## src/test/program.hex

```
// One 32-bit ARM instruction per line in hex, from word address 0 upward
// Column 1 is the instruction word, the comment gives its assembly
E3A0102C  // MOV  r1, #0x2C
E3A02011  // MOV  r2, #0x11
E3A00000  // MOV  r0, #0
E0813002  // ADD  r3, r1, r2
E5803000  // STR  r3, [r0, #0]
E0413002  // SUB  r3, r1, r2
E5803004  // STR  r3, [r0, #4]
E0013002  // AND  r3, r1, r2
E5803008  // STR  r3, [r0, #8]
E1813002  // ORR  r3, r1, r2
E580300C  // STR  r3, [r0, #12]
E1A03201  // MOV  r3, r1, LSL #4
E5803010  // STR  r3, [r0, #16]
E0424001  // SUB  r4, r2, r1
E5804014  // STR  r4, [r0, #20]
E1A03144  // MOV  r3, r4, ASR #2
E5803018  // STR  r3, [r0, #24]
E1A03124  // MOV  r3, r4, LSR #2
E580301C  // STR  r3, [r0, #28]
E1A03261  // MOV  r3, r1, ROR #4
E5803020  // STR  r3, [r0, #32]
E5905004  // LDR  r5, [r0, #4]
E2855001  // ADD  r5, r5, #1
E5805040  // STR  r5, [r0, #0x40]
E3A0C048  // MOV  r12, #0x48
E50C5004  // STR  r5, [r12, #-4]
E3A06003  // MOV  r6, #3
E3A07000  // MOV  r7, #0
E2877005  // loop: ADD r7, r7, #5
E2566001  // SUBS r6, r6, #1
1AFFFFFC  // BNE  loop
E5807048  // STR  r7, [r0, #0x48]
E1510002  // CMP  r1, r2
0A000001  // BEQ  +1, not taken
E3A080A5  // MOV  r8, #0xA5
E580804C  // STR  r8, [r0, #0x4C]
E1510001  // CMP  r1, r1
0A000001  // BEQ  +1, taken
E3A090FF  // MOV  r9, #0xFF
E5809050  // STR  r9, [r0, #0x50]
E3A0905A  // MOV  r9, #0x5A
E5809050  // STR  r9, [r0, #0x50]
EAFFFFFE  // halt: B halt
```

## src/common/armPkg.sv

```systemverilog
`default_nettype none

package armPkg;

    // Memory sizes in 32-bit words
    localparam int IMEM_WORDS  = 128;
    localparam int DMEM_WORDS  = 64;
    localparam int IMEM_ADDR_W = $clog2(IMEM_WORDS);
    localparam int DMEM_ADDR_W = $clog2(DMEM_WORDS);
    localparam int GPR_COUNT   = 15;  // R0-R14, R15 lives in the pc register

    localparam logic [31:0] PC_READ_OFFSET = 32'd8;  // R15 reads as pc + 8
    localparam string PROGRAM_FILE = "/design/src/test/program.hex";

    typedef logic [31:0] word_t;
    typedef logic [3:0]  regIdx_t;

    localparam regIdx_t PC_REG = 4'd15;

    typedef enum logic [3:0] {
        COND_EQ = 4'b0000,
        COND_NE = 4'b0001,
        COND_AL = 4'b1110
    } condCode_e;

    // Data-processing opcode field, only the supported subset is named
    typedef enum logic [3:0] {
        OP_AND = 4'b0000,
        OP_SUB = 4'b0010,
        OP_ADD = 4'b0100,
        OP_CMP = 4'b1010,
        OP_ORR = 4'b1100,
        OP_MOV = 4'b1101
    } aluOp_e;

    typedef enum logic [1:0] {
        SH_LSL = 2'b00,
        SH_LSR = 2'b01,
        SH_ASR = 2'b10,
        SH_ROR = 2'b11
    } shiftType_e;

    typedef struct packed {
        condCode_e   cond;
        logic [1:0]  fmt;       // 2'b00
        logic        immSel;    // I bit
        aluOp_e      opcode;
        logic        setFlags;  // S bit
        regIdx_t     rn;
        regIdx_t     rd;
        logic [11:0] operand2;  // rot/imm8 or shamt/type/rm
    } dpFields_t;

    typedef struct packed {
        condCode_e   cond;
        logic [1:0]  fmt;        // 2'b01
        logic        regOffset;  // Set means register offset, unsupported
        logic        preIndex;
        logic        up;         // Add offset when set
        logic        byteAcc;
        logic        writeBack;
        logic        load;
        regIdx_t     rn;
        regIdx_t     rd;
        logic [11:0] offset;
    } memFields_t;

    typedef struct packed {
        condCode_e   cond;
        logic [1:0]  fmt;    // 2'b10
        logic        fixed;  // Always 1 for B/BL
        logic        link;
        logic [23:0] offset;
    } brFields_t;

    typedef union packed {
        dpFields_t  dp;
        memFields_t mem;
        brFields_t  br;
    } instr_u;

    typedef struct packed {
        logic n;
        logic z;
        logic c;
        logic v;
    } flags_t;

    typedef struct packed {
        condCode_e   cond;
        aluOp_e      aluOp;
        logic        setFlags;
        logic        immSel;
        logic        regWrite;
        regIdx_t     rd;
        regIdx_t     rn;
        regIdx_t     rm;
        logic        memRead;
        logic        memWrite;
        logic        addOffset;
        logic        branch;
        shiftType_e  shType;
        logic [4:0]  shAmt;
        logic [23:0] imm;  // imm8, 12-bit offset or 24-bit branch offset
    } ctrl_t;

    typedef struct packed {
        logic  write;
        word_t addr;
        word_t wdata;
    } memBus_t;

endpackage

`default_nettype wire

```

## src/core/executeUnit.sv

```systemverilog
`timescale 1ns/1ps
`default_nettype none

module executeUnit
    import armPkg::*;
(
    input  logic    clk,
    input  logic    rst,
    input  ctrl_t   ctrl,
    input  word_t   rn,
    input  word_t   rm,
    input  word_t   rd,
    input  word_t   pc,
    output word_t   aluResult,
    output word_t   branchTarget,
    output logic    condPass,
    output memBus_t dataBus
);

    flags_t             flags;     // Stored NZCV
    flags_t             aluFlags;
    word_t              shSrc;
    word_t              operand2;
    logic               shCarry;
    logic signed [32:0] asrTmp;
    logic [63:0]        rorTmp;
    logic [32:0]        sum;
    word_t              memAddr;

    // Barrel shifter
    always_comb begin
        shSrc  = ctrl.immSel ? {24'b0, ctrl.imm[7:0]} : rm;
        asrTmp = $signed({shSrc, 1'b0}) >>> ctrl.shAmt;
        rorTmp = {shSrc, shSrc} >> ctrl.shAmt;
        case (ctrl.shType)
            SH_LSL: {shCarry, operand2} = {flags.c, shSrc} << ctrl.shAmt;  // Amount 0 keeps C
            SH_LSR: begin
                if (ctrl.shAmt == 5'd0) begin
                    operand2 = '0;  // Encodes LSR #32
                    shCarry  = shSrc[31];
                end else begin
                    {operand2, shCarry} = {shSrc, 1'b0} >> ctrl.shAmt;
                end
            end
            SH_ASR: begin
                if (ctrl.shAmt == 5'd0) begin
                    operand2 = {32{shSrc[31]}};
                    shCarry  = shSrc[31];
                end else begin
                    {operand2, shCarry} = asrTmp;
                end
            end
            default: begin
                if (ctrl.shAmt == 5'd0 && !ctrl.immSel) begin
                    operand2 = {flags.c, shSrc[31:1]};  // RRX
                    shCarry  = shSrc[0];
                end else begin
                    operand2 = rorTmp[31:0];
                    shCarry  = (ctrl.shAmt == 5'd0) ? flags.c : rorTmp[31];
                end
            end
        endcase
    end

    // ALU and next flags
    always_comb begin
        sum       = '0;
        aluFlags  = flags;
        aluResult = '0;
        case (ctrl.aluOp)
            OP_AND: begin
                aluResult  = rn & operand2;
                aluFlags.c = shCarry;
            end
            OP_ORR: begin
                aluResult  = rn | operand2;
                aluFlags.c = shCarry;
            end
            OP_MOV: begin
                aluResult  = operand2;
                aluFlags.c = shCarry;
            end
            OP_ADD: begin
                sum        = {1'b0, rn} + {1'b0, operand2};
                aluResult  = sum[31:0];
                aluFlags.c = sum[32];
                aluFlags.v = (rn[31] == operand2[31]) && (aluResult[31] != rn[31]);
            end
            OP_SUB, OP_CMP: begin
                sum        = {1'b0, rn} + {1'b0, ~operand2} + 33'd1;
                aluResult  = sum[31:0];
                aluFlags.c = sum[32];  // Carry set means no borrow
                aluFlags.v = (rn[31] != operand2[31]) && (aluResult[31] != rn[31]);
            end
            default: aluResult = '0;
        endcase
        aluFlags.n = aluResult[31];
        aluFlags.z = (aluResult == '0);
    end

    always_comb begin
        case (ctrl.cond)
            COND_EQ: condPass = flags.z;
            COND_NE: condPass = !flags.z;
            COND_AL: condPass = 1'b1;
            default: condPass = 1'b0;
        endcase
    end

    always_ff @(posedge clk) begin
        if (rst) begin
            flags <= '0;
        end else if (ctrl.setFlags && condPass) begin
            flags <= aluFlags;
        end
    end

    // Pre-indexed address without writeback
    assign memAddr = ctrl.addOffset ? rn + {20'b0, ctrl.imm[11:0]} : rn - {20'b0, ctrl.imm[11:0]};

    assign branchTarget = pc + PC_READ_OFFSET + {{6{ctrl.imm[23]}}, ctrl.imm, 2'b00};

    always_comb begin
        dataBus.write = ctrl.memWrite && condPass && !rst;  // Strobe stays low in reset
        dataBus.addr  = memAddr;
        dataBus.wdata = rd;
    end

endmodule

`default_nettype wire

```

## config.mk

```make
export PLATFORM = sky130hd
export DESIGN_NAME = executeUnit
export DESIGN_NICKNAME = d
export VERILOG_FILES = /design/src/common/armPkg.sv /design/src/core/executeUnit.sv
export SDC_FILE = /design/constraint.sdc
export NUM_CORES = 1
export LEC_CHECK = 0
export BUFFER_PORTS_ARGS = -buffer_cell sky130_fd_sc_hd__buf_2
export CORE_ASPECT_RATIO = 0.9
export CORE_MARGIN = 5
export CORE_UTILIZATION = 30
export CTS_BUF_LIST = sky130_fd_sc_hd__clkbuf_4
export CTS_CLUSTER_SIZE = 30
export DETAILED_ROUTE_END_ITERATION = 12
export GPL_TIMING_DRIVEN = 0
export PLACE_DENSITY = 0.46
export SETUP_SLACK_MARGIN = 0.5
export SLEW_MARGIN = 10
export SYNTH_ARGS = -nofsm -noshare
export SYNTH_HDL_FRONTEND = slang
export SYNTH_SLANG_ARGS = --single-unit
```

## constraint.sdc

```tcl
create_clock -name clk -period 7.29 [get_ports clk]
set_input_delay 0.729 -clock clk [delete_from_list [all_inputs] [get_ports clk]]
set_output_delay 0.729 -clock clk [all_outputs]
set_load 0.02 [all_outputs]
```

==> flow_results.xml <==
<?xml version="1.0" encoding="UTF-8"?>
<metrics>
  <group name="outcome">
    <metric name="outcome" unit="">completed</metric>
  </group>
  <group name="drt">
    <metric name="met3_wirelength" unit="mm">14.98</metric>
    <metric name="detailedRoute.firstIterationViolations" unit="">3111</metric>
    <metric name="wl_per_cell" unit="um">34.38</metric>
    <metric name="drt-total-wl" unit="mm">121.6</metric>
    <metric name="remaining_drc_errors" unit="">0</metric>
    <metric name="met2_wirelength" unit="mm">50.05</metric>
    <metric name="drt-met1-wl" unit="mm">49.19</metric>
    <metric name="drt_pre_antenna_iters" unit="">6</metric>
    <metric name="vias_per_cell" unit="">6.722</metric>
    <metric name="drtAntennaViolNets" unit="">0</metric>
    <metric name="number_of_vias_after_detailed_routing" unit="">23770</metric>
    <metric name="highest-signal-layer" unit="">met5</metric>
  </group>
  <group name="logic_synthesis">
    <metric name="post_synth_and_or_nand_nor_area_fraction" unit="%">20.75</metric>
    <metric name="mappedNetlistNets" unit="">2753</metric>
    <metric name="yosys_most_used_dff" unit="">sky130_fd_sc_hd__dfxtp_1</metric>
    <metric name="synth_top_family_by_area" unit="">compound AO/OA/AOI/OAI gates</metric>
    <metric name="synth.cell_area" unit="sq um">16990</metric>
    <metric name="ys_warn_count" unit="">0</metric>
    <metric name="multiplexer_share_of_the_synthesized_area" unit="%">16.23</metric>
    <metric name="synth_sequential_area_ratio" unit="%">0.2357</metric>
    <metric name="compound_gate_portion_of_the_synthesized_area" unit="%">35.74</metric>
    <metric name="synth_largest_area_cell" unit="">sky130_fd_sc_hd__ha_1</metric>
    <metric name="netlist_top_cells_area" unit="">sky130_fd_sc_hd__ha_1 (14%), sky130_fd_sc_hd__mux4_2 (9.4%), sky130_fd_sc_hd__a21oi_1 (4.9%), sky130_fd_sc_hd__nor2_1 (4.8%), sky130_fd_sc_hd__o21ai_0 (3.9%)</metric>
    <metric name="synth_async_sr_flop_share" unit="%">0</metric>
    <metric name="post_synth_xor_xnor_area" unit="%">3.197</metric>
    <metric name="synth_area_per_cell" unit="sq um">7.159</metric>
    <metric name="synth_adder_area_share" unit="%">14.32</metric>
    <metric name="synth-edff-count" unit="">0</metric>
    <metric name="synth_cell_types" unit="">102</metric>
    <metric name="yosys_register_bits" unit="">2</metric>
    <metric name="synth_largest_type_area_fraction" unit="%">13.85</metric>
    <metric name="synthCells" unit="">2373</metric>
  </group>
  <group name="clock_tree">
    <metric name="tritoncts.num_buffers" unit="">3</metric>
    <metric name="path_clk_slew" unit="ps">30</metric>
    <metric name="cts_tree" unit="">built</metric>
    <metric name="numClockSinks" unit="">2</metric>
    <metric name="insertion_delay" unit="ps">220</metric>
    <metric name="htree_levels" unit="">1</metric>
    <metric name="cts_hold_buf" unit="">0</metric>
    <metric name="max-clock-path-buffers" unit="">2</metric>
    <metric name="clockRootBuffer" unit="">sky130_fd_sc_hd__clkbuf_4</metric>
  </group>
  <group name="die">
    <metric name="rows" unit="">82</metric>
    <metric name="die-height" unit="um">235.8</metric>
    <metric name="design.core.area" unit="sq um">55920</metric>
    <metric name="io-pin-count" unit="">318</metric>
    <metric name="floorplan.die.width" unit="um">260.8</metric>
    <metric name="start_util" unit="%">30.38</metric>
    <metric name="die_area" unit="sq um">61490</metric>
  </group>
  <group name="global_routing">
    <metric name="number_of_global_route_vias_before_repair" unit="">22180</metric>
    <metric name="maximum_number_of_pins_on_one_net_before_global_route_repair" unit="">11</metric>
    <metric name="grt_util_all_layers" unit="%">36.76</metric>
    <metric name="grt_remaining_overflow" unit="">0</metric>
    <metric name="grt_pass1_wl" unit="mm">167.1</metric>
    <metric name="antenna_found_initial" unit="">7</metric>
  </group>
  <group name="pwr">
    <metric name="leakage" unit="nW">9.760</metric>
    <metric name="combinational_group_share_of_total_power" unit="%">98.7</metric>
    <metric name="p_clk_share" unit="%">0.9</metric>
    <metric name="vdd_ir_drop_max" unit="mV">0.06358</metric>
    <metric name="powerDensity" unit="nW/um^2">118.6</metric>
    <metric name="switching_share" unit="%">62.39</metric>
    <metric name="power.switching" unit="mW">1.709</metric>
    <metric name="power.sequential.fraction" unit="%">0.4</metric>
    <metric name="power.internal" unit="mW">1.030</metric>
  </group>
  <group name="worst_setup_path">
    <metric name="critical_path.max_stage_delay" unit="ps">500</metric>
    <metric name="timing_worst_setup_path_type" unit="">primary input to primary output</metric>
    <metric name="kind_of_end_point_of_the_critical_path" unit="">primary output</metric>
    <metric name="worst-endpoint-arrival" unit="ps">6100</metric>
    <metric name="worst-r2r-cell-count" unit="">12</metric>
    <metric name="reg2reg_setup_slack" unit="ps">3280</metric>
    <metric name="startpoint_type" unit="">primary input</metric>
    <metric name="rr_startpoint" unit="">flags[2]$_SDFFE_PP0P_</metric>
    <metric name="r2r_end" unit="">flags[2]$_SDFFE_PP0P_</metric>
    <metric name="crit_path_top_delay_cell" unit="">sky130_fd_sc_hd__a2111o_1</metric>
    <metric name="critical_path.cell_chain" unit="">buf_6 -&gt; buf_12 -&gt; buf_12 -&gt; buf_12 -&gt; mux2_2 -&gt; a32oi_4 -&gt; nand3_4 -&gt; mux2_4 -&gt; a2111o_1 -&gt; o211ai_4 -&gt; ha_4 -&gt; buf_6 -&gt; o211a_1 -&gt; a2111o_1 -&gt; a21oi_4 -&gt; buf_6 -&gt; o311a_4 -&gt; a21oi_4 -&gt; o21ai_4 -&gt; buf_4 -&gt; nor3_1 -&gt; nor4bb_1 -&gt; a22oi_2 -&gt; buf_2</metric>
    <metric name="critPathMaxFanout" unit="">9</metric>
    <metric name="cp.required" unit="ps">6560</metric>
  </group>
  <group name="sta">
    <metric name="setup_viol" unit="">0</metric>
    <metric name="final.setup.tns" unit="ps">0</metric>
    <metric name="clock.fmax" unit="MHz">146.4</metric>
    <metric name="post-route-period-util" unit="%">93.67</metric>
    <metric name="layout_min_cycle_time" unit="ps">6829</metric>
    <metric name="fin_worst_skew" unit="ps">0.5352</metric>
    <metric name="relSlewSlack" unit="%">18.98</metric>
    <metric name="rsz_0062_raised_after_global_routing" unit="">no</metric>
    <metric name="timing_hold_violations_final" unit="">0</metric>
    <metric name="transition_time_of_the_tightest_slew_check_pin" unit="ps">1213</metric>
    <metric name="timing.final.max_slew_violations" unit="">0</metric>
  </group>
  <group name="cells_and_area">
    <metric name="largest_registers" unit="">flags: 2 flops</metric>
    <metric name="layout-area-overhead-vs-synth" unit="%">35.95</metric>
    <metric name="nets_final" unit="">3159</metric>
    <metric name="mostFrequentLayoutCell" unit="">sky130_fd_sc_hd__buf_2</metric>
    <metric name="layoutNonFillerInstCount" unit="">3536</metric>
    <metric name="max_flop_register" unit="">flags</metric>
    <metric name="layout.cells.most_common_list" unit="">sky130_fd_sc_hd__buf_2 (268), sky130_fd_sc_hd__nor2_1 (196), sky130_fd_sc_hd__ha_1 (173)</metric>
    <metric name="largest_reg_flops" unit="">2</metric>
    <metric name="layout-drive-gt1-share" unit="%">36.62</metric>
  </group>
  <group name="flow_run">
    <metric name="max_cap_viol_count" unit="">0</metric>
  </group>
  <group name="placed_design">
    <metric name="routability_driven_placement_congestion_ratio" unit="">1.072</metric>
    <metric name="place_inst" unit="">3396</metric>
    <metric name="port_buffers" unit="">260</metric>
    <metric name="detailedPlacementHpwl" unit="mm">96.41</metric>
  </group>
  <group name="worst_hold_path">
    <metric name="hold_path.class" unit="">flop to flop</metric>
    <metric name="hold_start" unit="">flags[1]$_SDFFE_PP0P_</metric>
    <metric name="hold_path_depth" unit="">2</metric>
    <metric name="hold-path-endpoint" unit="">flags[1]$_SDFFE_PP0P_</metric>
  </group>
</metrics>
[repair_timing]
action / in CTS / in global routing
pin swaps: 55 / 92
endpoints found under the setup margin: 33 / 20
endpoints found under the hold margin: 0 / 0
gates cloned: 1 / 3
gates resized for setup: 435 / 266
setup buffers: 69 / 60
[synth_stat cells, drive strengths merged, types with 44 or more instances]
library cell / instances
nand2: 162
a221oi: 44
buf: 107
mux4: 71
nand3: 71
a21o: 44
nor2: 218
ha: 188
o21ai: 149
nor3: 65
a21oi: 167
clkbuf: 120
mux2: 67
inv: 127
a22oi: 44
[final cells by class]
type,instances,area [sq um]
timing repair buffer,401,2613
antenna,3,7.507
multi-input combinational,2017,17130
fill,5862,32820
tap,756,945.9
buffer,227,1853
sequential,2,40.04
clock buffer,3,22.52
inverter,127,484.2
[worst max-delay path by stage]
stage	slack, ps	end	start
final	460	aluResult[27]	ctrl[24]
after global routing	450	flags[2]$_SDFFE_PP0P_	ctrl[25]
after CTS	500	aluResult[31]	ctrl[24]
after detailed placement	-2340	aluResult[30]	ctrl[27]
after global placement	-2970	aluResult[30]	ctrl[30]
after floorplan	860	aluResult[31]	ctrl[27]
[metrics by stage]
step           setup WS [ps]  util (%)  instance area, sq um  hold WS (ps)  total power, mW
5_1_grt                449.5     41.29                 23090         625.4            2.848
4_1_cts                501.5     38.57                 21570         559.7            2.485
6_report               461.3     41.30                 23090         570.1            2.739
3_3_place_gp           -2972     34.40                 19230         534.6            2.217
2_1_floorplan          856.4         -                 16990         486.5            1.411
3_5_place_dp           -2340     34.58                 19330         556.4            2.219
[power groups by stage]
| stage | registers, mW | logic (mW) | clock network [mW] |
|---|---|---|---|
| 2_1_floorplan | 0.0113 | 1.40 | 0 |
| 3_3_place_gp | 0.0114 | 2.21 | 0 |
| 3_5_place_dp | 0.0114 | 2.21 | 0 |
| 4_1_cts | 0.0113 | 2.45 | 0.0246 |
| 5_1_grt | 0.0113 | 2.81 | 0.0243 |
| 6_report | 0.0113 | 2.70 | 0.0238 |
[metal layers]
metal	vias to the layer above	track usage, %
met2	1702	54.51
li1	9946	-
met1	11680	49.38
met4	8	15.11
met3	437	11.42
met5	-	0
[critical path: cells and delay by family]
| family | cells | cell delay [ps] |
|---|---|---|
| adders and majority gates | 1 | 260 |
| muxes | 2 | 680 |
| and+or+nand+nor | 3 | 670 |
| buffers and inverters | 8 | 1200 |
| AOI/OAI and AO/OA | 10 | 2490 |
[kinds of logic after synthesis]
logic type / after synthesis
simple gates: 724
buf+inv: 354
compound gates: 863
xor+xnor: 62
flops: 2
mux: 176
fa+ha+maj: 192
Power figures use the tool's default switching activity.
